$ cat src/source/line_conv_config.svh
`ifndef LINE_CONV_CONFIG_SVH
`define LINE_CONV_CONFIG_SVH

`default_nettype none

// Sample and pixel shape
`define LC_PIX_W    8
`define LC_NUM_CH   3

// Kernel shape
`define LC_NUM_KN   4
`define LC_NUM_POS  3

// Nine full-scale products fit in 20 bits
`define LC_PSUM_W   20

// Row length field
`define LC_WIDTH_W  8

`default_nettype wire

`endif

$ cat src/source/line_conv_pkg.sv
`include "line_conv_config.svh"

`default_nettype none

package line_conv_pkg;

    // One pixel, channel c at ch[c]
    typedef struct packed {
        logic [`LC_NUM_CH-1:0][`LC_PIX_W-1:0] ch;
    } pixel_t;

    // One kernel position, w[kernel][channel]
    typedef struct packed {
        logic [`LC_NUM_KN-1:0][`LC_NUM_CH-1:0][`LC_PIX_W-1:0] w;
    } weight_word_t;

    typedef struct packed {
        weight_word_t [`LC_NUM_POS-1:0] pos;
    } weight_row_t;

    // pos[0] holds the oldest pixel
    typedef struct packed {
        pixel_t [`LC_NUM_POS-1:0] pos;
    } window_t;

    typedef struct packed {
        logic [`LC_NUM_KN-1:0][`LC_PSUM_W-1:0] kn;
    } psum_vec_t;

    typedef struct packed {
        logic [`LC_WIDTH_W-1:0] row_width;
        logic                   pad_en;
    } conf_t;

endpackage

`default_nettype wire

$ cat src/source/line_conv_kcpe.sv
`timescale 1ns/10ps

`include "line_conv_config.svh"

`default_nettype none

module line_conv_kcpe (
    input  wire                          clk,
    input  wire                          rst,
    input  wire                          i_adv,
    input  wire line_conv_pkg::pixel_t       i_pix,
    input  wire line_conv_pkg::weight_word_t i_wgt,
    input  wire                          i_vld,
    output line_conv_pkg::psum_vec_t     o_psum,
    output logic                         o_vld
);

    line_conv_pkg::psum_vec_t mac;

    // Channel dot product for every kernel
    always_comb begin
        mac = '0;
        for (int k = 0; k < `LC_NUM_KN; k++) begin
            for (int c = 0; c < `LC_NUM_CH; c++) begin
                mac.kn[k] = mac.kn[k] + `LC_PSUM_W'(i_pix.ch[c]) * `LC_PSUM_W'(i_wgt.w[k][c]);
            end
        end
    end

    always_ff @(posedge clk) begin
        if (rst) begin
            o_vld <= 1'b0;
        end else if (i_adv) begin
            o_vld <= i_vld;
        end
    end

    always_ff @(posedge clk) begin
        if (i_adv && i_vld) begin
            o_psum <= mac;
        end
    end

endmodule

`default_nettype wire

$ cat config.mk
export PLATFORM = sky130hd
export DESIGN_NAME = line_conv_kcpe
export DESIGN_NICKNAME = d
export VERILOG_FILES = /design/src/source/line_conv_pkg.sv /design/src/source/line_conv_kcpe.sv
export VERILOG_INCLUDE_DIRS = /design/src /design/src/source
export SDC_FILE = /design/constraint.sdc
export NUM_CORES = 2
export LEC_CHECK = 0
export BUFFER_PORTS_ARGS = -buffer_cell sky130_fd_sc_hd__buf_2
export CAP_MARGIN = 20
export CORE_MARGIN = 5
export CORE_UTILIZATION = 60
export DETAILED_ROUTE_END_ITERATION = 8
export PLACE_DENSITY = 0.81
export SLEW_MARGIN = 20
export SYNTH_ARGS = -nofsm -noshare
export SYNTH_HDL_FRONTEND = slang
export SYNTH_SLANG_ARGS = --single-unit
$ cat constraint.sdc
create_clock -name clk -period 7.6 [get_ports clk]
set_clock_uncertainty 0.15 [all_clocks]
set_input_delay 0.38 -clock clk [delete_from_list [all_inputs] [get_ports clk]]
set_output_delay 0.38 -clock clk [all_outputs]
set_load 0.005 [all_outputs]
==> run summary <==
Normalized max-slew margin: 42.6%
Final Max Tran Viols: 0
Die Y: 234 um
Hold endpoint: o_vld
Max-Cap Viols: 0
Top cells by area, synth: fa_1 (43%), ha_1 (16%), inv_1 (12%), and2_1 (11%), edfxtp_1 (7.2%)
Clk root buf: clkbuf_16
Routed WL: 70.7 mm
Post-placement cell count: 4,037
Share of cells above drive strength 1: 6.86%
Asr flop ratio synth: 0%
Crit Path Category: in -> reg
Reg-to-reg endpoint: o_vld
Register area: 2180 um2
Core footprint: 50,000 um2
Net count, final: 4,541
Largest net degree at the start of global routing: 49
Largest area contributor in the netlist: fa_1
Clock buffer depth: 2
Post-synth top area share: 42.7%
Layout area overhead: 6.16%
Vias in the first global route: 24.1k
Commonest non-fill, non-tap cell in the layout: inv_1
Die Area: 55,000 um2
Hold Path Class: in -> reg
Number of I/O port buffers: 196
CTS tree: done
Synthesized area: 30,200 um2
Critical path peak fanout: 32
Register area share after synthesis: 7.22%
Fillers: 4,067
Final Hold Fails: 0
Tcrit/Tclk final: 84.4%
DRT iter0 DRCs: 1,122
Commonest cells after routing, fill and taps aside: inv_1 (944), fa_1 (644), and2_1 (515), ha_1 (396), nand2_1 (277)
Core Rows: 82
Unrepaired setup endpoints after global routing: false
Reg-to-reg startpoint: o_vld
Gpl congestion: 0.907
Initial Util: 60.5%
CP arrival: 6390 ps
Total gr overflow: 0
Via-to-Cell Ratio: 5.33
Ys flop type: edfxtp_1
Multi-input logic area: 24,200 um2
FF-to-FF setup slack: 6880 ps
Overall Global Routing Usage: 27.4%
H-Tree Depth: 3
Status: finished, final reports clean
Wire per inst: 17.4 um
Residual DRC count: 0
Post-route ant nets: 0
Num Clock Sinks: 73
Syn Inst Count: 3,242
Die Width: 234 um
Ports: 205
Clk_lat worst skew: 390 ps
Syn_area_per_cell: 9.32 um2
Setup TNS Final: 0 ps
Hold Crit Depth: 4
HP Start: i_adv
Cts bufs inserted: 9
Vias post-DR: 21.6k
Max Fclk: 0.156 GHz
Worst Reg-to-Reg Cells: 2
Worst slew pin tran: 860 ps
Clock transition at the registers of the reported paths: 60 ps
Pre-antenna DRT Iters: 5
Global-route wire length before repair: 119 mm
HPWL after DPL: 57.6 mm
Crit path required time: 7570 ps
Post-synth EDFFs: 72
Yosys warns: 0
Yosys reg bits: 73
Startpoint Class: primary input
Final setup fails: 0
Fin crit period: 6420 ps
CP endpoint kind: flop
Initial antenna violation count: 9
Yosys cell types: 66
Layout Cells excl Fill: 4,061
==> flip-flops by register name (all words and copies together), names as in the netlist <==
signal / flops
o_psum: 72
o_vld: 1
==> critical path: stages <==
cell	delay, ps
buf_2	610
nand2_1	180
fa_1	570
inv_1	60
fa_1	470
inv_1	60
fa_1	540
inv_1	50
fa_1	480
fa_1	500
fa_1	490
inv_1	50
fa_1	470
inv_1	40
ha_1	380
o21a_1	170
a21oi_1	80
o311a_1	370
a311oi_1	280
o311ai_1	150
==> worst max-delay path by stage <==
stage                  start          to  slack, ps  cells after the start
floorplan           i_pix[4]  o_psum[17]       1550                     20
global placement    i_pix[6]  o_psum[17]        970                     19
detailed placement  i_pix[4]  o_psum[76]        790                     19
CTS                 i_pix[4]  o_psum[76]       1210                     19
global route        i_pix[3]  o_psum[77]        850                     20
finish              i_pix[3]  o_psum[76]       1180                     20
==> cell type report <==
class                           instances  area share, %
Multi-Input combinational cell       2146           75.3
Inverter                              944           11.0
Sequential cell                        73           6.80
Timing Repair Buffer                  203           3.23
Tap cell                              672           2.62
Clock buffer                           11          0.757
Clock inverter                          5          0.172
Antenna cell                            7         0.0546
==> synthesized netlist by cell type (2+ instances only) <==
cell,n
a2111oi_0,5
o211ai_1,5
o311ai_1,2
o31ai_1,3
mux2_2,2
a211o_1,2
a211oi_1,10
a21oi_1,35
a31oi_1,8
and3_1,9
a21boi_0,3
nor2_1,33
a21o_1,16
o311a_1,2
a2111o_1,3
o21a_1,8
nand3_1,17
nor2b_1,4
inv_1,944
o31a_1,3
clkbuf_1,73
nand4_1,5
o21bai_1,3
nor3_1,10
buf_2,5
nand2_1,277
buf_4,8
o2111ai_1,4
o21ai_1,3
or3_1,5
a311oi_1,2
edfxtp_1,72
fa_1,644
ha_1,396
xor2_1,14
and2_1,516
nor4_1,6
o21ai_0,34
xnor2_1,24
==> cells by family after synthesis <==
kind of cell | count (synthesis) | synth area share [%]
AO/OA/AOI/OAI | 163 | 3.68
other | 1 | 0.0124
AND/OR/NAND/NOR | 895 | 15.9
multiplexers | 2 | 0.0745
flip-flops | 73 | 7.22
adder cells (fa/ha/maj) | 1040 | 59.1
buffers and inverters | 1030 | 12.9
XOR/XNOR | 38 | 1.10
==> timing repair <==
action                                 CTS  global route
gates resized for setup                  0             0
setup buffers                            0             0
hold buffers                             1             0
endpoints found under the hold margin    1             0
==> per-stage QoR <==
step / utilization (%) / hold WS [ps] / cell area (um2) / setup slack (ps)
6_report: 64.2 / 144 / 32100 / 1180
3_3_place_gp: 63.6 / 320 / 31800 / 967
4_1_cts: 64.2 / 120 / 32100 / 1210
5_1_grt: 64.2 / 163 / 32100 / 845
3_5_place_dp: 63.6 / 325 / 31800 / 790
2_1_floorplan: - / 302 / 30200 / 1550
==> routing by layer <==
| metal | routed length, um | GRT usage [%] |
|---|---|---|
| met4 | 2630 | 9.87 |
| met5 | 34 | 0 |
| met3 | 5480 | 5.46 |
| met2 | 34500 | 46.7 |
| met1 | 28000 | 35.1 |
Power is not shown: default switching activity piles up to over one toggle a cycle in this logic, so the estimate is an artifact.
