<file path="src/source/line_conv_config.svh">
`ifndef LINE_CONV_CONFIG_SVH
`define LINE_CONV_CONFIG_SVH

`default_nettype none

// Sample and pixel shape
`define LC_PIX_W    8
`define LC_NUM_CH   3

// Kernel shape
`define LC_NUM_KN   4
`define LC_NUM_POS  3

// Nine full-scale products fit in 20 bits
`define LC_PSUM_W   20

// Row length field
`define LC_WIDTH_W  8

`default_nettype wire

`endif

</file>
<file path="src/source/line_conv_pkg.sv">
`include "line_conv_config.svh"

`default_nettype none

package line_conv_pkg;

    // One pixel, channel c at ch[c]
    typedef struct packed {
        logic [`LC_NUM_CH-1:0][`LC_PIX_W-1:0] ch;
    } pixel_t;

    // One kernel position, w[kernel][channel]
    typedef struct packed {
        logic [`LC_NUM_KN-1:0][`LC_NUM_CH-1:0][`LC_PIX_W-1:0] w;
    } weight_word_t;

    typedef struct packed {
        weight_word_t [`LC_NUM_POS-1:0] pos;
    } weight_row_t;

    // pos[0] holds the oldest pixel
    typedef struct packed {
        pixel_t [`LC_NUM_POS-1:0] pos;
    } window_t;

    typedef struct packed {
        logic [`LC_NUM_KN-1:0][`LC_PSUM_W-1:0] kn;
    } psum_vec_t;

    typedef struct packed {
        logic [`LC_WIDTH_W-1:0] row_width;
        logic                   pad_en;
    } conf_t;

endpackage

`default_nettype wire

</file>
<file path="src/source/line_conv_weight_buf.sv">
`timescale 1ns/10ps

`include "line_conv_config.svh"

`default_nettype none

module line_conv_weight_buf (
    input  wire                          clk,
    input  wire                          rst,
    input  wire line_conv_pkg::weight_word_t i_wgt,
    input  wire                          i_wgt_vld,
    input  wire                          i_lock,
    output logic                         o_wgt_rdy,
    output line_conv_pkg::weight_row_t   o_row,
    output logic                         o_full
);

    logic [1:0] load_ptr;
    logic       wgt_xfer;

    assign o_wgt_rdy = ~i_lock;
    assign wgt_xfer  = i_wgt_vld & o_wgt_rdy;

    // Position pointer and full flag
    always_ff @(posedge clk) begin
        if (rst) begin
            load_ptr <= 2'd0;
            o_full   <= 1'b0;
        end else if (wgt_xfer) begin
            load_ptr <= (load_ptr == 2'd`LC_NUM_POS - 2'd1) ? 2'd0 : load_ptr + 2'd1;
            if (load_ptr == 2'd`LC_NUM_POS - 2'd1) begin
                o_full <= 1'b1;
            end else if (load_ptr == 2'd0) begin
                // New row starts overwriting
                o_full <= 1'b0;
            end
        end
    end

    always_ff @(posedge clk) begin
        if (wgt_xfer) begin
            o_row.pos[load_ptr] <= i_wgt;
        end
    end

endmodule

`default_nettype wire

</file>
<file path="config.mk">
export PLATFORM = sky130hd
export DESIGN_NAME = line_conv_weight_buf
export DESIGN_NICKNAME = d
export VERILOG_FILES = /design/src/source/line_conv_pkg.sv /design/src/source/line_conv_weight_buf.sv
export VERILOG_INCLUDE_DIRS = /design/src /design/src/source
export SDC_FILE = /design/constraint.sdc
export NUM_CORES = 1
export LEC_CHECK = 0
export BUFFER_PORTS_ARGS = -buffer_cell sky130_fd_sc_hd__buf_2
export CAP_MARGIN = 30
export CORE_ASPECT_RATIO = 0.7
export CORE_MARGIN = 3
export CORE_UTILIZATION = 30
export DETAILED_ROUTE_END_ITERATION = 16
export GPL_ROUTABILITY_DRIVEN = 1
export GPL_TIMING_DRIVEN = 0
export HOLD_SLACK_MARGIN = 0.15
export PLACE_DENSITY_LB_ADDON = 0.15
export SETUP_SLACK_MARGIN = 0.02
export SYNTH_ARGS = -nofsm -noshare
export SYNTH_HDL_FRONTEND = slang
export SYNTH_SLANG_ARGS = --single-unit
</file>
<file path="constraint.sdc">
create_clock -name clk -period 8.4 [get_ports clk]
set_input_delay 2.52 -clock clk [delete_from_list [all_inputs] [get_ports clk]]
set_output_delay 2.52 -clock clk [all_outputs]
set_load 0.03 [all_outputs]
</file>
==> impl_metrics.yaml <==
setup_path:
  startpoint_type: "primary input"
  regToRegSetupSlack_ns: 6.38
  rr_endpoint: "o_row[127]"
  cp.required_ns: 5.88
  critPathCaptureType: "output port"
  crit-reg2reg-launch: "load_ptr[0]"
  cp_data_arrival_time_ns: 2.86
  worst_r2r_path_depth: 2
  criticalPathCategory: "primary input to output port"
  crit_fanout: 3
die:
  die_h_microns: 149
  core_sq_mm: 0.0283
  die_x_microns: 211
  row_count: 51
  die_area_sq_mm: 0.0315
  ios: 390
  start_util_pct: 31.1
clock_tree:
  clkTransAtPathRegs_ns: 0.06
  cts_buffers: 28
  cts_tree: "yes"
  ctsHoldBuffers: 0
  cts_setup_buffers: 0
  clk_latency_ns: 0.54
  htree_num_levels: 1
  root_buffer: "clkbuf_16"
  clock_sinks: 291
  clockBufferDepth: 3
  cts_resized: 0
placement:
  gp_congestion: 0.755
  port_buffers: 389
  place_ws_ns: 3.01
  hpwlAfterDp_microns: 16500
synthesis:
  synth-seq-cells: 291
  synth.distinct_cells: 13
  synth_area_leader_cell: "edfxtp_1"
  synth-warning-count: 0
  synth_area_leaders: "edfxtp_1 98%, dfxtp_1 0.68%, nand2b_4 0.16%"
  synth_area_sq_mm: 0.00880
  synth.avg_cell_area_sq_um: 29.1
  syn-num-nets: 403
  synth_top_area_share_pct: 98.2
  synth_cells: 303
  yosysSeqAreaShare_pct: 98.9
outcome:
  status: "finished, final reports clean"
sta:
  rsz0062_at_grt: "no"
  final.min_clock_period_ns: 5.38
  hold_viol: 0
  slew_headroom_pct: 39.3
  finalSetupViolations: 0
  finalCritPeriodShare_pct: 64.1
  finClkSkew_ns: 0.0114
  holdWs_ns: 0.551
  layout_setup_ws_ns: 3.02
  max_slew.worst_pin.slew_ns: 0.910
  timing.fmax_ghz: 0.186
  final-max-slew-violation-count: 0
final_layout:
  final_nets: 830
  post-route-util_pct: 43.7
  areaGrowthSynthToFinish_pct: 40.6
  nFillCells: 2541
  drive_above_1_share_pct: 59.4
  seqCellArea_sq_mm: 0.00871
  multi_input_area_sq_um: 98.8
power:
  clockPowerShare_pct: 42.1
  p_leak_uw: 0.00477
  power.total_uw: 3100
  powerDensity_mw_per_mm2: 250
  irDropWorstVdd_uv: 188
  comb_power_share_pct: 4.9
  seqPwrFrac_pct: 53.0
  swShare_pct: 20.7
  p_int_uw: 2460
  switchingPower_uw: 640
hold_path:
  hp-start: "load_ptr[1]"
  hold_path_class: "register to register"
  hold_end: "load_ptr[1]"
  whs_path_depth: 2
global_route:
  grt_max_degree: 51
  grt_pass1_vias: 5047
  grt_overflow_total: 0
  grt_pass1_wl_microns: 32000
  antenna_found_initial: 3
  gr-usage-all-layers_pct: 13.5
drt:
  vias_per_cell: 4.18
  vias: 4706
  ant_nets: 0
  wl_microns: 22400
  drc: 0
  detail_route.iter0.violations: 178
  wl_per_cell_microns: 19.9
  dr.pass1.iters: 4
job:
  maxCapViolCount: 0
[final cells by class]
cell class                 count  share of cell area, %
clock inverter                21                   1.98
sequential                   291                   70.3
inverter                       2                 0.0808
clock buffer                  31                   5.92
multi-input combinational     10                  0.798
antenna                        2                 0.0404
timing repair buffer         397                   17.1
tap                          371                   3.75
[registers in the layout, indices dropped and copies added (netlist names)]
| signal | count |
|---|---|
| o_row | 288 |
| load_ptr | 2 |
| o_full | 1 |
[how the worst max path moves through the flow]
stage,start,to,cells past startpoint
3_3_place_gp,i_lock,o_row[266],3
5_1_grt,i_lock,o_wgt_rdy,3
4_1_cts,i_lock,o_wgt_rdy,3
3_5_place_dp,i_lock,o_wgt_rdy,3
6_report,i_lock,o_wgt_rdy,3
2_1_floorplan,i_lock,o_row[192],2
[worst max-delay path: stages]
cell and delay (ns):
buf_2 0.12, inv_1 0.04, buf_2 0.18
[cells in the final DEF (no fill, tap or decap), types with 2 or more instances in the layout]
master / netlist / layout
buf_16: 0 / 4
buf_2: 0 / 389
buf_8: 0 / 4
bufinv_16: 0 / 5
clkbuf_1: 0 / 2
clkbuf_16: 0 / 29
clkinv_1: 0 / 6
clkinv_2: 0 / 3
clkinvlp_4: 0 / 5
dfxtp_1: 3 / 3
diode_2: 0 / 2
edfxtp_1: 288 / 288
[cells by family after synthesis]
logic type,Yosys count,share of synthesized area [%]
AO/OA/AOI/OAI,4,0.355
flip-flops,291,98.9
AND/OR/NAND/NOR,6,0.654
buffers and inverters,2,0.0853
[per-layer routing]
| layer | global-route usage [%] | share of wire (%) | routed length, microns | vias to the layer above |
|---|---|---|---|---|
| li1 | - | - | - | 2092 |
| met4 | 3.88 | 2.6 | 583 | 2 |
| met3 | 7.21 | 13 | 2850 | 35 |
| met2 | 21.9 | 48 | 10700 | 263 |
| met1 | 15.6 | 37 | 8280 | 2314 |
| met5 | 0 | 0.089 | 20 | - |
[metrics by stage]
step                      instances  setup TNS [ns]  area [sq um]
final                          1125               0         12400
after CTS                      1123               0         12400
after floorplan                 303               0          8800
after global routing           1124               0         12400
after global placement         1063         -108.60         11200
after detailed placement       1071               0         11400
[synth_stat cells]
master / count
inv_1: 2
edfxtp_1: 288
a21oi_1: 1
a21oi_2: 1
and4bb_2: 1
o21ba_1: 1
nor2_1: 1
o21a_1: 1
nor3b_2: 1
nand2b_4: 1
dfxtp_1: 3
or3_4: 1
nand2_1: 1
[power groups by stage]
stage	Clock, uW	Sequential (uW)	Combinational [uW]
4_1_cts	1350	1640	154
5_1_grt	1420	1640	160
3_3_place_gp	0	1680	145
2_1_floorplan	0	1740	14.3
6_report	1310	1640	151
3_5_place_dp	0	1670	154
(Power assumes the default switching activity.)
