===== src/source/line_conv_config.svh =====
`ifndef LINE_CONV_CONFIG_SVH
`define LINE_CONV_CONFIG_SVH

`default_nettype none

// Sample and pixel shape
`define LC_PIX_W    8
`define LC_NUM_CH   3

// Kernel shape
`define LC_NUM_KN   4
`define LC_NUM_POS  3

// Nine full-scale products fit in 20 bits
`define LC_PSUM_W   20

// Row length field
`define LC_WIDTH_W  8

`default_nettype wire

`endif


===== src/source/line_conv_pkg.sv =====
`include "line_conv_config.svh"

`default_nettype none

package line_conv_pkg;

    // One pixel, channel c at ch[c]
    typedef struct packed {
        logic [`LC_NUM_CH-1:0][`LC_PIX_W-1:0] ch;
    } pixel_t;

    // One kernel position, w[kernel][channel]
    typedef struct packed {
        logic [`LC_NUM_KN-1:0][`LC_NUM_CH-1:0][`LC_PIX_W-1:0] w;
    } weight_word_t;

    typedef struct packed {
        weight_word_t [`LC_NUM_POS-1:0] pos;
    } weight_row_t;

    // pos[0] holds the oldest pixel
    typedef struct packed {
        pixel_t [`LC_NUM_POS-1:0] pos;
    } window_t;

    typedef struct packed {
        logic [`LC_NUM_KN-1:0][`LC_PSUM_W-1:0] kn;
    } psum_vec_t;

    typedef struct packed {
        logic [`LC_WIDTH_W-1:0] row_width;
        logic                   pad_en;
    } conf_t;

endpackage

`default_nettype wire


===== src/source/line_conv_ctrl.sv =====
`timescale 1ns/10ps

`include "line_conv_config.svh"

`default_nettype none

module line_conv_ctrl (
    input  wire                  clk,
    input  wire                  rst,
    input  wire                  i_start,
    input  wire line_conv_pkg::conf_t i_conf,
    input  wire                  i_wgt_full,
    input  wire                  i_act_vld,
    output logic                 o_act_rdy,
    input  wire                  i_psum_vld,
    input  wire                  i_psum_rdy,
    output logic                 o_adv,
    output logic                 o_wgt_lock,
    output logic                 o_clear,
    output logic                 o_push,
    output logic                 o_push_zero,
    output logic                 o_done
);

    line_conv_pkg::conf_t   conf_q;
    logic                   busy;
    logic                   lead_pend;
    logic                   tail_pend;
    logic [`LC_WIDTH_W-1:0] pix_cnt;
    logic [`LC_WIDTH_W-1:0] res_cnt;
    logic [`LC_WIDTH_W-1:0] res_total;
    logic                   start_ok;
    logic                   act_xfer;
    logic                   res_xfer;
    logic                   zero_push;

    ////////////////////////////////////////////////////////////
    // Handshake decode
    assign o_adv       = ~(i_psum_vld & ~i_psum_rdy);
    assign start_ok    = i_start & ~busy & i_wgt_full;
    assign o_wgt_lock  = busy | start_ok;
    assign o_clear     = start_ok;
    assign o_act_rdy   = busy & ~lead_pend & (pix_cnt < conf_q.row_width) & o_adv;
    assign act_xfer    = i_act_vld & o_act_rdy;
    assign res_xfer    = i_psum_vld & i_psum_rdy;
    assign zero_push   = busy & (lead_pend | tail_pend) & o_adv;
    assign o_push      = act_xfer | zero_push;
    assign o_push_zero = zero_push;

    // Results per row, width minus two unless padded
    assign res_total = conf_q.pad_en ? conf_q.row_width : conf_q.row_width - `LC_WIDTH_W'(2);

    ////////////////////////////////////////////////////////////
    // Row sequencing
    always_ff @(posedge clk) begin
        if (rst) begin
            conf_q    <= '0;
            busy      <= 1'b0;
            o_done    <= 1'b0;
            lead_pend <= 1'b0;
            tail_pend <= 1'b0;
            pix_cnt   <= '0;
            res_cnt   <= '0;
        end else if (start_ok) begin
            conf_q    <= i_conf;
            busy      <= 1'b1;
            o_done    <= 1'b0;
            lead_pend <= i_conf.pad_en;
            tail_pend <= 1'b0;
            pix_cnt   <= '0;
            res_cnt   <= '0;
        end else begin
            if (zero_push) begin
                lead_pend <= 1'b0;
                tail_pend <= 1'b0;
            end
            if (act_xfer) begin
                pix_cnt <= pix_cnt + `LC_WIDTH_W'(1);
                // Trailing pad follows the last pixel
                if (pix_cnt == conf_q.row_width - `LC_WIDTH_W'(1) && conf_q.pad_en) begin
                    tail_pend <= 1'b1;
                end
            end
            if (res_xfer) begin
                if (res_cnt == res_total - `LC_WIDTH_W'(1)) begin
                    busy   <= 1'b0;
                    o_done <= 1'b1;
                end else begin
                    res_cnt <= res_cnt + `LC_WIDTH_W'(1);
                end
            end
        end
    end

endmodule

`default_nettype wire


===== config.mk =====
export PLATFORM = sky130hd
export DESIGN_NAME = line_conv_ctrl
export DESIGN_NICKNAME = d
export VERILOG_FILES = /design/src/source/line_conv_pkg.sv /design/src/source/line_conv_ctrl.sv
export VERILOG_INCLUDE_DIRS = /design/src /design/src/source
export SDC_FILE = /design/constraint.sdc
export NUM_CORES = 1
export LEC_CHECK = 0
export ABC_AREA = 1
export BUFFER_PORTS_ARGS = -buffer_cell sky130_fd_sc_hd__buf_2
export CORE_UTILIZATION = 63
export DETAILED_ROUTE_END_ITERATION = 8
export PLACE_DENSITY = 0.91
export SLEW_MARGIN = 15
export SYNTH_ARGS = -nofsm -noshare
export SYNTH_HDL_FRONTEND = slang
export SYNTH_SLANG_ARGS = --single-unit

===== constraint.sdc =====
create_clock -name clk -period 3.7 [get_ports clk]
set_input_delay 0.37 -clock clk [delete_from_list [all_inputs] [get_ports clk]]
set_output_delay 0.37 -clock clk [all_outputs]
set_load 0.01 [all_outputs]

==> results.cfg <==
[placed_design]
io_buffers = 22
gp_congestion = 0.856
hpwlAfterDp_um = 3730

[min_path]
holdCritStartpoint = rst
min_path_cells = 4
min_path_type = input pin to flip-flop
hold_end = busy$_SDFFE_PP0P_

[route]
vias_per_cell = 5.52
via_count = 2171
drtAntennaViolNets = 0
routedWlPerCell_um = 12.7
drt_pass1_iterations = 5
drt_iter0_markers = 173
drc = 0
drt-total-wl_um = 5000

[floorplanning]
die_h_um = 60.0
die_width_um = 60.0
initial_core_util_pct = 67.7
io_pins = 23
rows = 20
die_area_sq_um = 3600
core-area_sq_um = 3130

[cts]
ctsRootBufferMaster = clkbuf_4
cts_made_buffers = 5
cts_resized = 0
post_cts_buffers = 0
clockBufferDepth = 2
htreeDepth = 2
clkSinkCount = 29
ctsHoldBuffers = 0
cts_tree = built
clk_pin_slew_ns = 0.09
insertion_delay_ns = 0.34

[power_and_ir_drop]
p_total_uw = 765
p_int_uw = 503
switching_share_pct = 34.3
seqPwrFrac_pct = 43.7
power.density_nw_per_um2 = 327
ir_drop_mv = 0.283
leakage_uw = 0.00107
switchingPower_uw = 263
p_comb_share_pct = 26.7
p_clk_share_pct = 29.6

[timing]
max_freq_mhz = 349
setup_viol = 0
skew_ns = 0.0103
tns_ns = 0
rsz0062_at_grt = false
fin_crit_sh_pct = 77.5
worst_pin_slew_ns = 0.553
slew_viol_final = 0
relSlewSlack_pct = 63.1
finalHoldViolations = 0
fin_crit_ns = 2.87

[worst_setup_path]
r2r_end = pix_cnt[5]$_SDFFE_PP0P_
crit_fanout = 9
crit_arrival_ns = 2.50
crit_required_ns = 3.33
ff2ff_setup_slack_ns = 1.04
critPathCaptureType = output port
r2r-start = conf_q[4]$_SDFFE_PP0P_
critPathLaunchType = flip-flop
setup.worst_path.class = flip-flop to output port
rr_worst_depth = 11

[grt]
antenna_found_initial = 0
overflow = 0
grt_pass1_vias = 1820
grt_pass1_wl_um = 8140
grt_use_total_pct = 31.0
grt_max_degree = 21

[logic_synthesis]
synth_area_leaders = dfxtp_1, nand2_1, ha_1
syn_area_per_cell_sq_um = 6.58
async_flop_share_pct = 0
synth_top_cell_area_share_pct = 27.4
yosys.area.top_type = dfxtp_1
synth_edf_count = 0
synth_cells = 322
synth-main-ff-cell = dfxtp_1
syn_nets = 352
yosysUniqueCellTypes = 28
ys_seq_area_share_pct = 27.4
yosysWarnings = 0
ys_ff_latch = 29
synth_area_sq_um = 2120

[job]
cap_violations = 0

[outcome]
status = complete, no violations

[final_layout]
post_route_cells_drive_above_1_share_pct = 13.8
fin_nets = 378
multi_input_area_sq_um = 1360
area_growth_pct = 10.4
n_antenna_cell = 0
n_fill_cell = 246
register_area_sq_um = 581
==> Yosys cell counts, types with 2 or more instances <==
cell and count:
nand2_1 76, nor2_1 26, xnor2_1 5, clkinv_1 2
o21ai_0 17, nor4_1 2, nand2_2 4, dfxtp_1 29
nand4_1 6, a21oi_1 32, xor2_1 14, nor3_1 2
nor2_2 7, inv_1 38, ha_1 14, nand3b_1 3
clkbuf_1 3, nand3_1 32
==> how the worst max path moves through the flow <==
stage / startpoint / end / slack (ns)
after global routing: conf_q[4]$_SDFFE_PP0P_ / o_push / 0.54
after floorplan: conf_q[4]$_SDFFE_PP0P_ / o_push / 1.67
final: conf_q[4]$_SDFFE_PP0P_ / o_push / 0.83
after global placement: conf_q[4]$_SDFFE_PP0P_ / pix_cnt[5]$_SDFFE_PP0P_ / 1.29
after detailed placement: conf_q[4]$_SDFFE_PP0P_ / pix_cnt[5]$_SDFFE_PP0P_ / 1.09
after CTS: conf_q[4]$_SDFFE_PP0P_ / o_push / 0.83
==> critical path: stages (launching register included) <==
cell	delay (ns)
dfxtp_1	0.52
inv_1	0.17
ha_1	0.34
nand2_1	0.05
o21ai_0	0.29
nand4_1	0.18
nand3_1	0.11
nor2_1	0.05
nand2_1	0.22
nand2_1	0.07
buf_2	0.14
==> placed cells by master (no fill, tap or decap) <==
master / instances
o21a_1: 1
nor2_2: 7
clkinv_1: 2
nor4_1: 2
nand3b_1: 3
nand4_1: 6
a21oi_1: 32
nor3_1: 2
xor2_1: 14
nand3_2: 1
o21ai_1: 1
o21ai_0: 17
nand2_2: 4
nor2_1: 26
nand2_4: 1
ha_1: 14
or2_2: 1
nand2_1: 76
inv_2: 1
xnor2_1: 5
clkbuf_4: 5
nand3_1: 32
inv_1: 38
clkbuf_8: 2
nand4_4: 1
dfxtp_1: 29
clkinv_2: 1
nor2_4: 1
o31ai_1: 1
buf_2: 22
buf_4: 1
==> kinds of logic (layout without fill, tap and decap cells) <==
| kind of cell | count (synthesis) | in the layout | share of synthesized area (%) |
|---|---|---|---|
| fa+ha+maj | 14 | 14 | 8.27 |
| compound gates | 52 | 52 | 12.5 |
| buf+inv | 45 | 72 | 8.33 |
| flops | 29 | 29 | 27.4 |
| xor+xnor | 19 | 19 | 7.86 |
| simple gates | 163 | 163 | 35.6 |
==> flip-flops by register name, indices dropped and copies added, names as in the netlist <==
| signal | flops |
|---|---|
| lead_pend | 1 |
| conf_q | 9 |
| tail_pend | 1 |
| o_done | 1 |
| busy | 1 |
| res_cnt | 8 |
| pix_cnt | 8 |
==> layer usage <==
metal  vias up  GRT usage [%]  part of all wire, %
met1       952           41.9                   47
met4         0           11.6                  2.6
met5         -              0                    0
met3        18           8.23                  8.2
met2        97           47.1                   43
li1       1104              -                    -
==> area by class of cell <==
class                           count  area share, %
Sequential cell                    29           24.8
Tap cell                           44           2.35
Clock inverter                      1          0.214
Timing Repair Buffer               23           5.03
Clock buffer                        7           2.78
Inverter                           41           6.58
Multi-Input combinational cell    248           58.2
==> power groups by stage <==
stage                     clock [uW]  combinational [uW]  sequential (uW)
after floorplan                    0                 157              337
after global placement             0                 190              341
after detailed placement           0                 198              342
after CTS                        231                 201              334
after global routing             242                 231              336
final                            227                 204              335
==> metrics by stage <==
stage	hold WS [ns]	cells	util (%)	instance area [sq um]	worst slack, ns
final	0.270	393	74.8	2340	0.831
after global routing	0.295	393	74.8	2340	0.545
after CTS	0.265	393	74.8	2340	0.827
after detailed placement	0.469	385	72.5	2270	1.09
after global placement	0.458	385	72.5	2270	1.29
after floorplan	0.441	322	-	2120	1.67
(Power assumes the default switching activity.)
