==> config.mk <==
export PLATFORM = sky130hd
export DESIGN_NAME = line_conv_reducer
export DESIGN_NICKNAME = d
export VERILOG_FILES = /design/src/source/line_conv_pkg.sv /design/src/source/line_conv_reducer.sv
export VERILOG_INCLUDE_DIRS = /design/src /design/src/source
export SDC_FILE = /design/constraint.sdc
export NUM_CORES = 1
export LEC_CHECK = 0
export CORE_ASPECT_RATIO = 0.9
export CORE_MARGIN = 2
export CORE_UTILIZATION = 40
export CTS_BUF_LIST = sky130_fd_sc_hd__clkbuf_4
export DETAILED_ROUTE_END_ITERATION = 6
export DONT_BUFFER_PORTS = 1
export HOLD_SLACK_MARGIN = 0.03
export PLACE_DENSITY = 0.61
export SLEW_MARGIN = 20
export SYNTH_ARGS = -nofsm -noshare
export SYNTH_HDL_FRONTEND = slang
export SYNTH_SLANG_ARGS = --single-unit
==> constraint.sdc <==
create_clock -name clk -period 3.3 [get_ports clk]
set_input_delay 0.66 -clock clk [delete_from_list [all_inputs] [get_ports clk]]
set_output_delay 0.66 -clock clk [all_outputs]
set_load 0.02 [all_outputs]
==> src/source/line_conv_config.svh <==
`ifndef LINE_CONV_CONFIG_SVH
`define LINE_CONV_CONFIG_SVH

`default_nettype none

// Sample and pixel shape
`define LC_PIX_W    8
`define LC_NUM_CH   3

// Kernel shape
`define LC_NUM_KN   4
`define LC_NUM_POS  3

// Nine full-scale products fit in 20 bits
`define LC_PSUM_W   20

// Row length field
`define LC_WIDTH_W  8

`default_nettype wire

`endif

==> src/source/line_conv_pkg.sv <==
`include "line_conv_config.svh"

`default_nettype none

package line_conv_pkg;

    // One pixel, channel c at ch[c]
    typedef struct packed {
        logic [`LC_NUM_CH-1:0][`LC_PIX_W-1:0] ch;
    } pixel_t;

    // One kernel position, w[kernel][channel]
    typedef struct packed {
        logic [`LC_NUM_KN-1:0][`LC_NUM_CH-1:0][`LC_PIX_W-1:0] w;
    } weight_word_t;

    typedef struct packed {
        weight_word_t [`LC_NUM_POS-1:0] pos;
    } weight_row_t;

    // pos[0] holds the oldest pixel
    typedef struct packed {
        pixel_t [`LC_NUM_POS-1:0] pos;
    } window_t;

    typedef struct packed {
        logic [`LC_NUM_KN-1:0][`LC_PSUM_W-1:0] kn;
    } psum_vec_t;

    typedef struct packed {
        logic [`LC_WIDTH_W-1:0] row_width;
        logic                   pad_en;
    } conf_t;

endpackage

`default_nettype wire

==> src/source/line_conv_reducer.sv <==
`timescale 1ns/10ps

`include "line_conv_config.svh"

`default_nettype none

module line_conv_reducer (
    input  wire                      clk,
    input  wire                      rst,
    input  wire                      i_adv,
    input  wire line_conv_pkg::psum_vec_t i_pos0,
    input  wire line_conv_pkg::psum_vec_t i_pos1,
    input  wire line_conv_pkg::psum_vec_t i_pos2,
    input  wire                      i_vld,
    output line_conv_pkg::psum_vec_t o_psum,
    output logic                     o_psum_vld
);

    line_conv_pkg::psum_vec_t sum;

    // Per-kernel sum across the three positions
    always_comb begin
        for (int k = 0; k < `LC_NUM_KN; k++) begin
            sum.kn[k] = i_pos0.kn[k] + i_pos1.kn[k] + i_pos2.kn[k];
        end
    end

    always_ff @(posedge clk) begin
        if (rst) begin
            o_psum_vld <= 1'b0;
        end else if (i_adv) begin
            o_psum_vld <= i_vld;
        end
    end

    // Held unchanged while the consumer stalls
    always_ff @(posedge clk) begin
        if (i_adv && i_vld) begin
            o_psum <= sum;
        end
    end

endmodule

`default_nettype wire

==> summary.md, run 1 <==
| Metric | Value |
|---|---|
| All-Layer GR Usage | 17.1% |
| RSZ-0062 raised after global routing | no |
| Crit path cell chain | fa_1 -> ha_1 -> inv_1 -> fa_1 -> nor2b_1 -> o31a_1 -> o21ai_1 -> a211o_1 -> a2111oi_0 -> a211oi_1 |
| Maximum vdd ir drop | 192 uV |
| Initial core utilization | around two fifths |
| Seq/Total Area, Yosys | 30.2% |
| Seq cells post-synth | 81 |
| Worst hold path class | in -> reg |
| Post-synth cell types | ~70 |
| Placer Congestion | around 0.84 |
| CTS H-tree depth | 3 |
| Cell area after synthesis | 8020 sq um |
| Die W | 153 microns |
| Status | finished, final reports clean |
| Max cap viols | 0 |
| Area Growth Syn to Fin | 6.44% |
| Crit path max fanout | 3 |
| Setup TNS | 0 ns |
| Post-DR vias/cell | 5.56 |
| Post-CTS Setup Repair Bufs | 0 |
| Mapped Cells | ~740 |
| Clk_lat worst skew | 0.45 ns |
| Num CTS Buffers | 9 |
| Clock skew | 0 ns |
| Clock transition at path regs | 0.13 ns |
| # hold bufs at CTS | 0 |
| Fmax | between 300 and 400 MHz |
| Pleak | 0.00340 uW |
| Core area | 19800 sq um |
| Final Max Tran Viols | 0 |
| Layout cells sized above 1 | roughly 5.7% |
| Initial antenna violation count | 1 |
| GRT Residual Overflow | 0 |
| CTS sink cnt | between 80 and 90 |
| Rel. slew slack | 60.2% |
| Die Span Y | around 140 microns |
| Critical path's slowest cell | fa_1 |
| Final hold vios | 0 |
| Global-route wire length before repair | 28.9 mm |
| Max stage delay on crit path | 0.54 ns |
| Asr flop ratio synth | 0% |
| Syn Nets | 1133 |
| WS Path Type | in -> reg |
| CTS resizes | 0 |
| DRC violations left | 0 |
| Total die area | 21200 sq um |
| Cell mode on critical path | fa_1 |
| Number of synthesized flops with an enable pin | 80 |
| Placed wire-length estimate | 15.3 mm |
| Period utilization | 87.6% |
| Largest net degree at the start of global routing | 45 |
| Power per cell area | 519 nW/um^2 |
| Average wire per standard cell | between 15 and 20 microns |
| CTS max path bufs | 2 |
| DR vias | 5598 |
| FILL cells | 1915 |
| Input/output buffers | 0 |
| Total Power | 4430 uW |
| Final setup fails | 0 |
| Crit. End Element | flip-flop |
| Arrival time at the worst endpoint | 3.09 ns |
| Min Clock Period, post-route | roughly 2.9 ns |
| Number of detailed-route iterations in the first pass | 4 |
| FP Rows | 49 |
| Final wirelength | about 18 mm |
| Worst EP required | 3.50 ns |
| Worst slew pin tran | between 0.5 and 0.6 ns |
| Syn_area_per_cell | about 11 sq um |
| DRT iter0 DRCs | 234 |
| CP Launch Type | input pin |
| Ys flop type | edfxtp_1 |
| CTS tree | done |
| # IOs | roughly 330 |
| Clock Root Buffer | clkbuf_4 |
| Nets | roughly 1100 |
| ANT nets after route | 0 |
| YS warnings | 0 |
| Vias in the first global route | 5683 |
[path summary, 6_finish.rpt]
path                    from         end  slack, ns  depth (start not counted)
setup reg to reg  o_psum_vld  o_psum_vld       2.60                          2
hold / removal           rst  o_psum_vld       0.26                          1
setup / recovery   i_pos0[1]  o_psum[19]       0.41                         10
hold reg to reg   o_psum_vld  o_psum_vld       0.61                          2
[synth_stat cells (3+ instances only)]
cell type,count,share of area [%]
a211o_1,6,0.65
a211oi_1,8,0.75
a21o_1,26,2.4
a21oi_1,62,3.9
a31oi_1,5,0.39
and2_1,4,0.31
and3_1,6,0.47
clkbuf_1,16,0.75
edfxtp_1,80,30
fa_1,80,20
ha_1,72,11
inv_1,53,2.5
mux2i_1,4,0.50
nand2_1,43,2.0
nand2b_1,9,0.70
nand3_1,15,0.94
nand3b_1,3,0.28
nand4_1,3,0.23
nor2_1,40,1.9
nor2b_1,13,1.0
nor3_1,7,0.44
nor4b_1,3,0.33
o211ai_1,6,0.56
o21a_1,10,0.94
o21ai_0,24,1.5
o21ai_1,10,0.62
o21bai_1,3,0.28
o31a_1,3,0.33
o31ai_1,7,0.65
xnor2_1,52,5.7
xor2_1,13,1.4
[stage by stage]
| stage | util, % | hold slack, ns | cell area, sq um | worst slack (ns) | cells |
|---|---|---|---|---|---|
| 4_1_cts | 43.1 | 0.201 | 8540 | 0.464 | 1006 |
| 5_1_grt | 43.1 | 0.215 | 8540 | 0.271 | 1007 |
| 6_report | 43.1 | 0.263 | 8540 | 0.408 | 1007 |
| 3_3_place_gp | 42.5 | 0.597 | 8410 | -0.0155 | 991 |
| 3_5_place_dp | 42.5 | 0.601 | 8410 | -0.0657 | 991 |
| 2_1_floorplan | - | 0.577 | 8020 | 0.151 | 737 |
[final cells by class]
cell class              count  area, sq um  area share, %
diodes                      1         2.50         0.0293
well taps                 255          319           3.74
repair buffers             15          125           1.46
flip-flops and latches     81         2420           28.4
clock inverters             6         60.1          0.703
multi-input cells         587         5350           62.6
clock buffers               9         67.6          0.791
inverters                  53          199           2.33
[worst max-delay path: cells and delay by family]
family,cells,cell delay (ns)
AO/OA/AOI/OAI,5,1.12
adder cells (fa/ha/maj),3,1.10
buffers and inverters,1,0.06
AND/OR/NAND/NOR,1,0.17
[routing by layer]
metal,global-route usage (%),share of wire [%],up-vias
li1,-,-,2696
met2,27.2,47,239
met5,0,0,-
met3,4.64,6.4,27
met1,22.7,45,2636
met4,5.46,2.2,0
[power breakdown]
| group | leakage [uW] | switching, uW | internal, uW |
|---|---|---|---|
| clock | 0.0000692 | 378 | 223 |
| sequential | 0.000759 | 300 | 1450 |
| combinational | 0.00257 | 1140 | 938 |
[state kept, by name, summed over array words and instances (netlist names)]
name and flops:
o_psum 80, o_psum_vld 1
[cells in the final DEF (no fill, tap or decap), drive strengths merged, types with 27 or more instances in the layout]
| master | count |
|---|---|
| fa | 80 |
| nor2 | 40 |
| edfxtp | 80 |
| nand2 | 43 |
| xnor2 | 52 |
| ha | 72 |
| inv | 53 |
| a21oi | 63 |
| o21ai | 34 |
| a21o | 27 |
[cells by family after synthesis]
logic type / count (synthesis) / synth area share (%)
xor+xnor: 65 / 7.10
simple gates: 158 / 10.0
mux: 5 / 0.639
compound gates: 207 / 17.6
buf+inv: 69 / 3.23
flops: 81 / 30.2
fa+ha+maj: 152 / 31.2
(Power assumes the default switching activity.)
==> inputs of run 2 (changes only) <==
- CORE_ASPECT_RATIO: 0.9 -> 1.4
==> summary.md, run 2 (synthesis gave the netlist of run 1 again) <==
| Metric | Value |
|---|---|
| FP Rows | 61 (+24%) |
| Min Clock Period, post-route | 2.87 ns (-0.0266 ns) |
| DR vias | 5533 (-1.2%) |
| Critical path's top delay family | adder cells |
| Setup TNS | 0 ns (unchanged) |
| Rel. slew slack | 49.6% (-11 points) |
| Nets | 1141 (-0.17%) |
| Placed wire-length estimate | 15.6 mm (+2.1%) |
| CTS resizes | 0 (unchanged) |
| Clock skew | 0 ns (unchanged) |
| Vias in the first global route | 5635 (-0.84%) |
| Clock Root Buffer | clkbuf_4 |
| Area Growth Syn to Fin | 6.13% |
| Critical path's slowest cell | fa_1 |
| Worst slew pin tran | 0.756 ns (+0.159 ns) |
| Arrival time at the worst endpoint | 3.07 ns (-0.02 ns) |
| Average wire per standard cell | 18.6 microns (+1.6%) |
| Die W | 124 microns (-19%) |
| Initial antenna violation count | 1 (unchanged) |
| Num CTS Buffers | 9 (unchanged) |
| Crit. End Element | flip-flop |
| Max cap viols | 0 (unchanged) |
| DRC violations left | 0 (unchanged) |
| Buf/Inv on CP | 1 (unchanged) |
| ANT nets after route | 0 (unchanged) |
| Placer Congestion | 0.854 (+1.2%) |
| FILL cells | 1879 (-1.9%) |
| Post-DR vias/cell | 5.52 (-0.77%) |
| Maximum vdd ir drop | 222 uV (+16%) |
| Layout cells sized above 1 | 5.60% (-0.13 points) |
| Largest net degree at the start of global routing | 55 (+22%) |
| Status | finished, final reports clean |
| Number of detailed-route iterations in the first pass | 5 (+1) |
| Clock transition at path regs | 0.14 ns (about the same) |
| CTS sink cnt | 81 (unchanged) |
| Design area | 8520 sq um (-0.29%) |
| Global-route wire length before repair | 28.6 mm (-1.2%) |
| Final setup fails | 0 (unchanged) |
| Area after DPL | 8380 sq um (-0.37%) |
| Power per cell area | 521 nW/um^2 (+0.44%) |
| All-Layer GR Usage | 17.5% (+0.46 points) |
| CTS tree | done |
| Top reg by flops | o_psum |
| Final Max Tran Viols | 0 (unchanged) |
| Fmax | 349 MHz (+0.93%) |
| CTS max path bufs | 2 (unchanged) |
| RSZ-0062 raised after global routing | no |
| Total die area | 21200 sq um (about the same) |
| # hold bufs at CTS | 0 (unchanged) |
| Period utilization | 86.8% (-0.81 points) |
| Top flop regs | o_psum x80, o_psum_vld x1 |
| Place WS | -0.0613 ns (+0.00436 ns) |
| Crit path max fanout | 3 (unchanged) |
| Max reg flops | 80 (unchanged) |
| Clk_lat worst skew | 0.47 ns (+0.02 ns) |
| Worst hold path class | in -> reg |
| Core area | 19800 sq um (-0.18%) |
| Post-CTS Setup Repair Bufs | 0 (unchanged) |
| Crit path cell chain | fa_1 -> ha_1 -> inv_1 -> fa_1 -> nor2b_1 -> o31a_1 -> o21ai_1 -> a211o_1 -> a2111oi_0 -> a211oi_1 |
| # IOs | 325 (unchanged) |
| Worst EP required | 3.51 ns (about the same) |
| DRT iter0 DRCs | 181 (-23%) |
| Pleak | 0.00338 uW (-0.36%) |
| Final hold vios | 0 (unchanged) |
| Cell mode on critical path | fa_1 |
| Input/output buffers | 0 (unchanged) |
| Initial core utilization | 40.6% (+0.072 points) |
| Most frequent cells in the layout | fa_1, edfxtp_1, ha_1, a21oi_1, inv_1 |
| Final wirelength | 18.7 mm (+1.2%) |
| CP Launch Type | input pin |
| Final WS setup | 0.434 ns (+0.0266 ns) |
| CTS H-tree depth | 3 (unchanged) |
| Max stage delay on crit path | 0.54 ns (about the same) |
| GRT Residual Overflow | 0 (unchanged) |
| WS Path Type | in -> reg |
| Die Span Y | 172 microns (+24%) |
[run 2: changes by cell type in the layout (fill, tap and decap cells not counted), sizes merged]
cell	delta
buf	-2
clkinv	-1
clkbuf	+1
clkinvlp	+1
[run 2: stage by stage]
step | power, uW | std cells | utilization, % | hold slack, ns
global placement | 3830 | 986 | 42.4 | 0.620
CTS | 4500 | 1002 | 43.1 | 0.193
detailed placement | 3840 | 986 | 42.4 | 0.620
finish | 4440 | 1003 | 43.1 | 0.239
global route | 4820 | 1003 | 43.1 | 0.194
floorplan | 3350 | 737 | - | 0.577
[run 2: area by class of cell]
| type | instances | area [sq um] | share of cell area (%) |
|---|---|---|---|
| antenna | 1 | 2.50 | 0.0294 |
| clock buffer | 10 | 75.1 | 0.882 |
| clock inverter | 6 | 58.8 | 0.691 |
| inverter | 53 | 199 | 2.34 |
| multi-input combinational | 587 | 5350 | 62.8 |
| sequential | 81 | 2420 | 28.4 |
| tap | 252 | 315 | 3.70 |
| timing repair buffer | 13 | 97.6 | 1.15 |
[run 2: path summary, 6_finish.rpt]
path / startpoint / endpoint / slack, ns / cells past startpoint
max reg2reg: o_psum_vld / o_psum_vld / 2.55 / 2
max: i_pos0[1] / o_psum[19] / 0.43 / 10
min: rst / o_psum_vld / 0.24 / 1
min reg2reg: o_psum_vld / o_psum_vld / 0.63 / 2
[run 2: metal layers]
layer / wire (microns) / GRT usage, % / vias to the layer above
met5: 0 / 0 / -
met4: 312 / 5.93 / 0
met3: 1190 / 4.94 / 19
met2: 10200 / 32.1 / 194
met1: 6950 / 19.1 / 2629
li1: - / - / 2691
[run 2: worst reg2reg max path: cells and delay by family, from the launching register on]
kind	cells	cell delay [ns]
flip-flops	1	0.49
AND/OR/NAND/NOR	1	0.11
AO/OA/AOI/OAI	1	0.10
[run 2: report_power, final]
group	leakage [uW]	switching [uW]	internal, uW
logic	0.00255	1120	927
clock network	0.0000698	402	234
registers	0.000759	304	1450
