$ cat src/source/line_conv_config.svh
`ifndef LINE_CONV_CONFIG_SVH
`define LINE_CONV_CONFIG_SVH

`default_nettype none

// Sample and pixel shape
`define LC_PIX_W    8
`define LC_NUM_CH   3

// Kernel shape
`define LC_NUM_KN   4
`define LC_NUM_POS  3

// Nine full-scale products fit in 20 bits
`define LC_PSUM_W   20

// Row length field
`define LC_WIDTH_W  8

`default_nettype wire

`endif

$ cat src/source/line_conv_pkg.sv
`include "line_conv_config.svh"

`default_nettype none

package line_conv_pkg;

    // One pixel, channel c at ch[c]
    typedef struct packed {
        logic [`LC_NUM_CH-1:0][`LC_PIX_W-1:0] ch;
    } pixel_t;

    // One kernel position, w[kernel][channel]
    typedef struct packed {
        logic [`LC_NUM_KN-1:0][`LC_NUM_CH-1:0][`LC_PIX_W-1:0] w;
    } weight_word_t;

    typedef struct packed {
        weight_word_t [`LC_NUM_POS-1:0] pos;
    } weight_row_t;

    // pos[0] holds the oldest pixel
    typedef struct packed {
        pixel_t [`LC_NUM_POS-1:0] pos;
    } window_t;

    typedef struct packed {
        logic [`LC_NUM_KN-1:0][`LC_PSUM_W-1:0] kn;
    } psum_vec_t;

    typedef struct packed {
        logic [`LC_WIDTH_W-1:0] row_width;
        logic                   pad_en;
    } conf_t;

endpackage

`default_nettype wire

$ cat src/source/line_conv_window.sv
`timescale 1ns/10ps

`include "line_conv_config.svh"

`default_nettype none

module line_conv_window (
    input  wire                    clk,
    input  wire                    rst,
    input  wire                    i_clear,
    input  wire                    i_push,
    input  wire                    i_push_zero,
    input  wire line_conv_pkg::pixel_t i_pix,
    input  wire                    i_adv,
    output line_conv_pkg::window_t o_win,
    output logic                   o_win_vld
);

    line_conv_pkg::window_t sr;
    line_conv_pkg::pixel_t  new_pix;
    logic [1:0]             fill;
    logic                   full_push;

    assign new_pix = i_push_zero ? '0 : i_pix;

    ////////////////////////////////////////////////////////////
    // Shift register, newest pixel enters at the top position
    always_ff @(posedge clk) begin
        if (i_adv && i_push) begin
            sr.pos[0] <= sr.pos[1];
            sr.pos[1] <= sr.pos[2];
            sr.pos[2] <= new_pix;
        end
    end

    // Fill level saturates once all positions hold pixels
    always_ff @(posedge clk) begin
        if (rst || i_clear) begin
            fill      <= 2'd0;
            full_push <= 1'b0;
        end else if (i_adv) begin
            full_push <= i_push && (fill >= 2'd`LC_NUM_POS - 2'd1);
            if (i_push && fill != 2'd3) begin
                fill <= fill + 2'd1;
            end
        end
    end

    ////////////////////////////////////////////////////////////
    // Output stage
    always_ff @(posedge clk) begin
        if (rst || i_clear) begin
            o_win_vld <= 1'b0;
        end else if (i_adv) begin
            o_win_vld <= full_push;
        end
    end

    always_ff @(posedge clk) begin
        if (i_adv && full_push) begin
            o_win <= sr;
        end
    end

endmodule

`default_nettype wire

$ cat config.mk
export PLATFORM = sky130hd
export DESIGN_NAME = line_conv_window
export DESIGN_NICKNAME = d
export VERILOG_FILES = /design/src/source/line_conv_pkg.sv /design/src/source/line_conv_window.sv
export VERILOG_INCLUDE_DIRS = /design/src /design/src/source
export SDC_FILE = /design/constraint.sdc
export NUM_CORES = 1
export LEC_CHECK = 0
export ABC_AREA = 1
export BUFFER_PORTS_ARGS = -buffer_cell sky130_fd_sc_hd__buf_2
export CORE_UTILIZATION = 50
export DETAILED_ROUTE_END_ITERATION = 16
export GPL_TIMING_DRIVEN = 0
export MAX_ROUTING_LAYER = met4
export PLACE_DENSITY_LB_ADDON = 0.15
export SETUP_SLACK_MARGIN = 0.3
export SYNTH_ARGS = -nofsm -noshare
export SYNTH_HDL_FRONTEND = slang
export SYNTH_SLANG_ARGS = --single-unit
$ cat constraint.sdc
create_clock -name clk -period 4.4 [get_ports clk]
set_input_delay 1.1 -clock clk [delete_from_list [all_inputs] [get_ports clk]]
set_output_delay 1.1 -clock clk [all_outputs]
set_load 0.005 [all_outputs]
==> results.yml, run 1 <==
run_status:
  outcome: "finished, final reports clean"
global_route:
  wire_length_of_the_first_global_routing_pass_um: 10050
  grt_use_total_pct: 14.60
  first_global_vias: 2074
  grt.overflow.total: 0
  number_of_antenna_violations_at_the_first_check_in_global_routing: 0
  grt_max_degree: 74
pwr:
  power_frac_seq_pct: 53.2
  power.clock.fraction_pct: 45.2
  share_of_total_power_consumed_by_net_switching_pct: 19.55
  combinational_fraction_of_design_power_pct: 1.6
  power_per_cell_area_mw_per_mm2: 503.1
  max-vdd-ir-drop_mv: 0.2173
  switchingPower_uw: 585.7
  cellLeakagePower_nw: 2.247
  internal-power_mw: 2.410
timing:
  maxClockFrequency_mhz: 471.8
  period_share_pct: 48.17
  setup_violations_final: 0
  max-slew-margin-rel_pct: 39.45
  timing.final.crit_period_ns: 2.120
  clock_skew_ns: 0.005925
  hold_viol: 0
  fin_tns_setup_ns: 0
  rsz0062_at_grt: "false"
  slew_at_the_pin_with_the_worst_max_slew_slack_ns: 0.9083
  drv_slew: 0
setup_path:
  startpoint_class_of_the_critical_path: "flip-flop"
  critical-path-top-delay-family: "flip-flops"
  critPathMaxFanout: 1
  critical_path.slowest_cell: "edfxtp_1"
  reg_to_reg_critical_path_endpoint: "o_win[7]$_DFFE_PP_"
  critPathMaxStageDelay_ns: 0.38
  worstPathBufferInverterCount: 1
  ff2ff_setup_slack_ns: 2.90
  worstSetupStartpoint: "o_win[45]$_DFFE_PP_"
  worst_r2r_start: "full_push$_SDFFE_PP0P_"
  timing.setup.critical_path_class: "flip-flop to output pin"
  ff2ff_path_depth: 2
  cp.arrival_ns: 1.02
  worstSetupEndpointType: "output pin"
  cp_cell_sequence: "buf_2"
  worst_ep_required_time_ns: 3.30
synthesis:
  synth_top_cells_by_count: "144 x edfxtp_1, 31 x inv_1, 29 x nor2_1, 7 x nand2_1, 4 x dfxtp_1"
  syn-cell-area_mm2: 0.004730
  async_flop_share_pct: 0
  synth_flop_cell: "edfxtp_1"
  netlist_instances: 226
  synth.avg_cell_area_um2: 20.93
  synth_warn: 0
  synth_area_leaders: "edfxtp_1 91%, inv_1 2.5%, nor2_1 2.3%"
  synth.lib_cells_used.distinct: 12
  yosysTopAreaCell: "edfxtp_1"
  most_frequent_cell_after_synthesis: "edfxtp_1"
  synth_enable_flop_cells: 144
  seq_area_frac_synth_pct: 93.12
  netlist.area_leader.share_pct: 91.43
  yosys_register_bits: 148
  synth.net_count: 258
clock_tree:
  clock_slew_at_reported_path_ffs_ns: 0.06
  clock_insertion_delay_worst_skew_ns: 0.51
  ctsResizeCount: 0
  root_buffer: "clkbuf_8"
  clock_path_buffers: 2
  post_cts_hold_buffer_count: 0
  cts_setup_buffers: 0
  h-tree-depth: 4
  cts.sinks: 148
  tritoncts: "yes"
  number_of_buffers_added_by_the_clock_tree_synthesis_step: 17
placement:
  dpl.hpwl_um: 3853
  post-place-cells: 439
  port_buffers: 102
  place.gp.congestion: 0.6916
final_layout:
  syn_to_layout_area_delta_pct: 25.90
  fillCellCount: 647
  num_antenna_cells: 0
  post_layout_nonfiller_instances: 471
  post_route_cells_drive_above_1_share_pct: 38.33
  finalNetCount: 379
min_path:
  hold-path-endpoint: "o_win[14]$_DFFE_PP_"
  timing.hold.worst.class: "flip-flop to flip-flop"
  hold-path-cell-count: 0
  min-delay-start: "sr[14]$_DFFE_PP_"
drt:
  drtPass1Iterations: 4
  wl_per_cell_um: 13.70
  detailedRoute.firstIterationViolations: 83
  drt_drc_violations_left: 0
  antenna_violating_nets_post_route: 0
  drt-total-wl_um: 6452
  dr_total_vias: 2184
  drt-vias-per-instance: 4.637
floorplan:
  dieWidth_um: 99.26
  design.portCount: 103
  initial_utilization_pct: 51.43
  coreArea_mm2: 0.009196
  fp.dieArea_mm2: 0.009852
  std_cell_rows: 35
  die_height_um: 99.26
job:
  drv_cap: 0
[cell families after synthesis]
kind of cell	Yosys count	share of synthesized area [%]
adders and majority gates	2	0.5290
buffers and inverters	34	2.751
AOI/OAI and AO/OA	2	0.2116
DFF	148	93.12
and+or+nand+nor	40	3.386
[sequential cells by signal, summed over array words and instances (netlist names)]
register and count:
o_win 72, sr 72, fill 2, full_push 1, o_win_vld 1
[stage by stage]
step / cell area [µm²] / hold slack (ns) / worst slack (ns) / power, mW / utilization [%]
final: 5954 / 0.4178 / 2.280 / 2.996 / 64.75
after global routing: 5954 / 0.4236 / 2.211 / 3.093 / 64.75
after CTS: 5954 / 0.4200 / 2.248 / 3.024 / 64.75
after detailed placement: 5384 / 0.4045 / 1.952 / 1.672 / 58.54
after global placement: 5379 / 0.4006 / 0.5934 / 1.667 / 58.49
after floorplan: 4730 / 0.4003 / 1.414 / 1.643 / -
[worst reg2reg max path: cells and delay by family (launching register included)]
family,cells,cell delay [ns]
DFF,1,0.33
and+or+nand+nor,1,0.10
buffers and inverters,1,0.62
[layout by cell type (no fill, tap or decap)]
cell,n
edfxtp_1,144
inv_6,4
nand2_1,7
clkinvlp_4,3
inv_1,30
inv_4,2
nor2_1,29
clkinv_1,1
nand2_2,1
clkbuf_16,16
ha_1,2
clkbuf_1,1
nand4_1,2
buf_2,104
clkinv_2,1
dfxtp_1,4
clkinv_4,3
nor2_2,1
a21oi_1,2
clkbuf_8,1
bufinv_16,2
[metal layers]
| layer | track usage [%] | routed length [µm] |
|---|---|---|
| met3 | 5.060 | 336 |
| met1 | 16.91 | 2748 |
| met5 | - | 0 |
| met2 | 22.44 | 3260 |
| met4 | 8.145 | 106 |
[worst max path at each step]
stage | end | slack (ns) | depth (start not counted)
global placement | o_win[20]$_DFFE_PP_ | 0.59 | 3
detailed placement | o_win[9]$_DFFE_PP_ | 1.95 | 3
floorplan | o_win[0]$_DFFE_PP_ | 1.41 | 2
CTS | o_win[45] | 2.25 | 1
finish | o_win[45] | 2.28 | 1
global route | o_win[47] | 2.21 | 1
[layout make-up]
type                    count  area (µm²)  share of cell area, %
multi-input cells          44       195.2                  3.278
flip-flops and latches    148        4404                  73.97
well taps                 111       138.9                  2.332
plain buffers               2       10.01                 0.1681
clock inverters            14       152.6                  2.564
inverters                  32       125.1                  2.101
clock buffers              18       417.9                  7.018
repair buffers            102       510.5                  8.573
[power groups by stage]
stage | Sequential [mW] | Combinational, mW | Clock [mW]
2_1_floorplan | 1.62 | 0.0249 | 0
3_3_place_gp | 1.62 | 0.0470 | 0
3_5_place_dp | 1.62 | 0.0484 | 0
4_1_cts | 1.59 | 0.0484 | 1.38
5_1_grt | 1.60 | 0.0540 | 1.44
6_report | 1.59 | 0.0470 | 1.35
(Power assumes the default switching activity.)
==> inputs of run 2 (changes only) <==
==> constraint.sdc (replaced) <==
create_clock -name clk -period 2 [get_ports clk]
set_input_delay 0.5 -clock clk [delete_from_list [all_inputs] [get_ports clk]]
set_output_delay 0.5 -clock clk [all_outputs]
set_load 0.005 [all_outputs]
==> run 2 against run 1 <==
Effect of this change: non-clock buffer count grew 1; register-to-register slack lost 2.5 ns; count of clock-buffer cells in the layout grew 1; critical path depth up 1; worst hold slack worse by 0.16 ns; die area is the same; first-iteration DRC count down 24%; design area grew 0.74%; critical endpoint is now o_win[24]$_DFFE_PP_; combinational power up 130%.
==> results.yml, run 2 (same netlist as run 1, synthesis figures left out) <==
run_status:
  outcome: "finished, final reports clean"
clock_tree:
  tritoncts: "yes"
  h-tree-depth: 4
  cts.sinks: 148
  post_cts_hold_buffer_count: 0
  cts_setup_buffers: 0
  ctsResizeCount: 0
  root_buffer: "clkbuf_8"
  number_of_buffers_added_by_the_clock_tree_synthesis_step: 17
  clock_insertion_delay_worst_skew_ns: 0.50
  clock_path_buffers: 2
  clock_slew_at_reported_path_ffs_ns: 0.06
pwr:
  design_power_total_mw: 6.603
  cellLeakagePower_nw: 2.249
  max-vdd-ir-drop_mv: 0.4852
  power_per_cell_area_mw_per_mm2: 1101
timing:
  slew_at_the_pin_with_the_worst_max_slew_slack_ns: 0.8971
  drv_slew: 0
  max-slew-margin-rel_pct: 40.19
  timing.final.crit_period_ns: 1.565
  hold_viol: 0
  worst_slack_ns: 0.4352
  maxClockFrequency_mhz: 639.0
  setup_violations_final: 0
  period_share_pct: 78.24
  clock_skew_ns: 0.006014
  worst_hold_slack_ns: 0.2600
  rsz0062_at_grt: "false"
global_route:
  wire_length_of_the_first_global_routing_pass_um: 10290
  grt_use_total_pct: 15.05
  grt_max_degree: 74
  number_of_antenna_violations_at_the_first_check_in_global_routing: 0
  grt.overflow.total: 0
  first_global_vias: 2099
setup_path:
  timing.setup.critical_path_class: "flip-flop to flip-flop"
  startpoint_class_of_the_critical_path: "flip-flop"
  worstSetupEndpointType: "flip-flop"
  cp.arrival_ns: 1.58
  critPathMaxFanout: 17
  ff2ff_setup_slack_ns: 0.44
  worst_ep_required_time_ns: 2.01
placement:
  post-place-cells: 440
  place.gp.congestion: 0.7004
  dpl.hpwl_um: 3922
  dpl_cell_area_mm2: 0.005421
  port_buffers: 102
  pre_cts_ws_ns: -0.1639
final_layout:
  multi_input_area_um2: 211.5
  most_frequent_cells_in_the_layout: "144 x edfxtp_1, 104 x buf_2, 30 x inv_1"
  fillCellCount: 627
  finalNetCount: 381
  post-route-cell-area_mm2: 0.005998
  num_antenna_cells: 0
  regArea_mm2: 0.004404
  post_layout_nonfiller_instances: 473
  syn_to_layout_area_delta_pct: 26.83
  post_route_cells_drive_above_1_share_pct: 38.67
  layout.cells.most_common: "edfxtp_1"
floorplan:
  die_height_um: 99.26
  fp.dieArea_mm2: 0.009852
  design.portCount: 103
  dieWidth_um: 99.26
  initial_utilization_pct: 51.43
  coreArea_mm2: 0.009196
  std_cell_rows: 35
min_path:
  timing.hold.worst.class: "input pin to flip-flop"
drt:
  detailedRoute.firstIterationViolations: 63
  dr_total_vias: 2184
  antenna_violating_nets_post_route: 0
  drt_drc_violations_left: 0
  wl_per_cell_um: 13.69
  drt-vias-per-instance: 4.617
  drtPass1Iterations: 5
  drt-total-wl_um: 6474
job:
  drv_cap: 0
## run 2: cell types whose count changed in the layout (fill, tap and decap cells not counted), sizes merged
cell      change
clkbuf        +1
clkinvlp      +2
buf           +1
clkinv        -1
inv           -1
## run 2: path summary, 6_finish.rpt
check                         end                   start  cells after the start
max           o_win[24]$_DFFE_PP_  full_push$_SDFFE_PP0P_                      2
min          fill[0]$_SDFFE_PP0P_                     rst                      4
min reg2reg   o_win[21]$_DFFE_PP_        sr[21]$_DFFE_PP_                      0
max reg2reg   o_win[24]$_DFFE_PP_  full_push$_SDFFE_PP0P_                      2
## run 2: cell type report
cell class / count / share of cell area (%)
Sequential cell: 148 / 73.43
Timing Repair Buffer: 103 / 8.844
Timing Repair inverter: 1 / 0.08344
Multi-Input combinational cell: 44 / 3.525
Clock inverter: 13 / 2.503
Buffer: 2 / 0.1669
Clock buffer: 19 / 7.030
Tap cell: 111 / 2.315
Inverter: 32 / 2.107
## run 2: power by group
part / total (mW) / leakage (nW) / switching, mW / internal, mW
Clock: 2.99 / 0.269 / 1.20 / 1.80
Combinational: 0.107 / 0.660 / 0.0702 / 0.0373
Sequential: 3.50 / 1.32 / 0.0271 / 3.48
## run 2: stage by stage
step | TNS [ns] | utilization (%)
2_1_floorplan | 0 | -
3_3_place_gp | -50.15 | 58.73
6_report | 0 | 65.22
5_1_grt | 0 | 65.22
3_5_place_dp | -6.159 | 58.95
4_1_cts | 0 | 65.22
## run 2: layer usage
| layer | global-route usage [%] | share of wire (%) | up-vias | wire length (µm) |
|---|---|---|---|---|
| li1 | - | - | 1061 | - |
| met1 | 16.74 | 42 | 1032 | 2694 |
| met2 | 23.72 | 51 | 78 | 3333 |
| met3 | 5.973 | 5.4 | 13 | 350 |
| met4 | 7.466 | 1.5 | 0 | 95 |
| met5 | - | 0 | - | 0 |
## run 2: critical path: stages (launching register included)
cell and delay [ns]:
dfxtp_1 0.37, nand2_8 0.09, clkinvlp_2 0.61
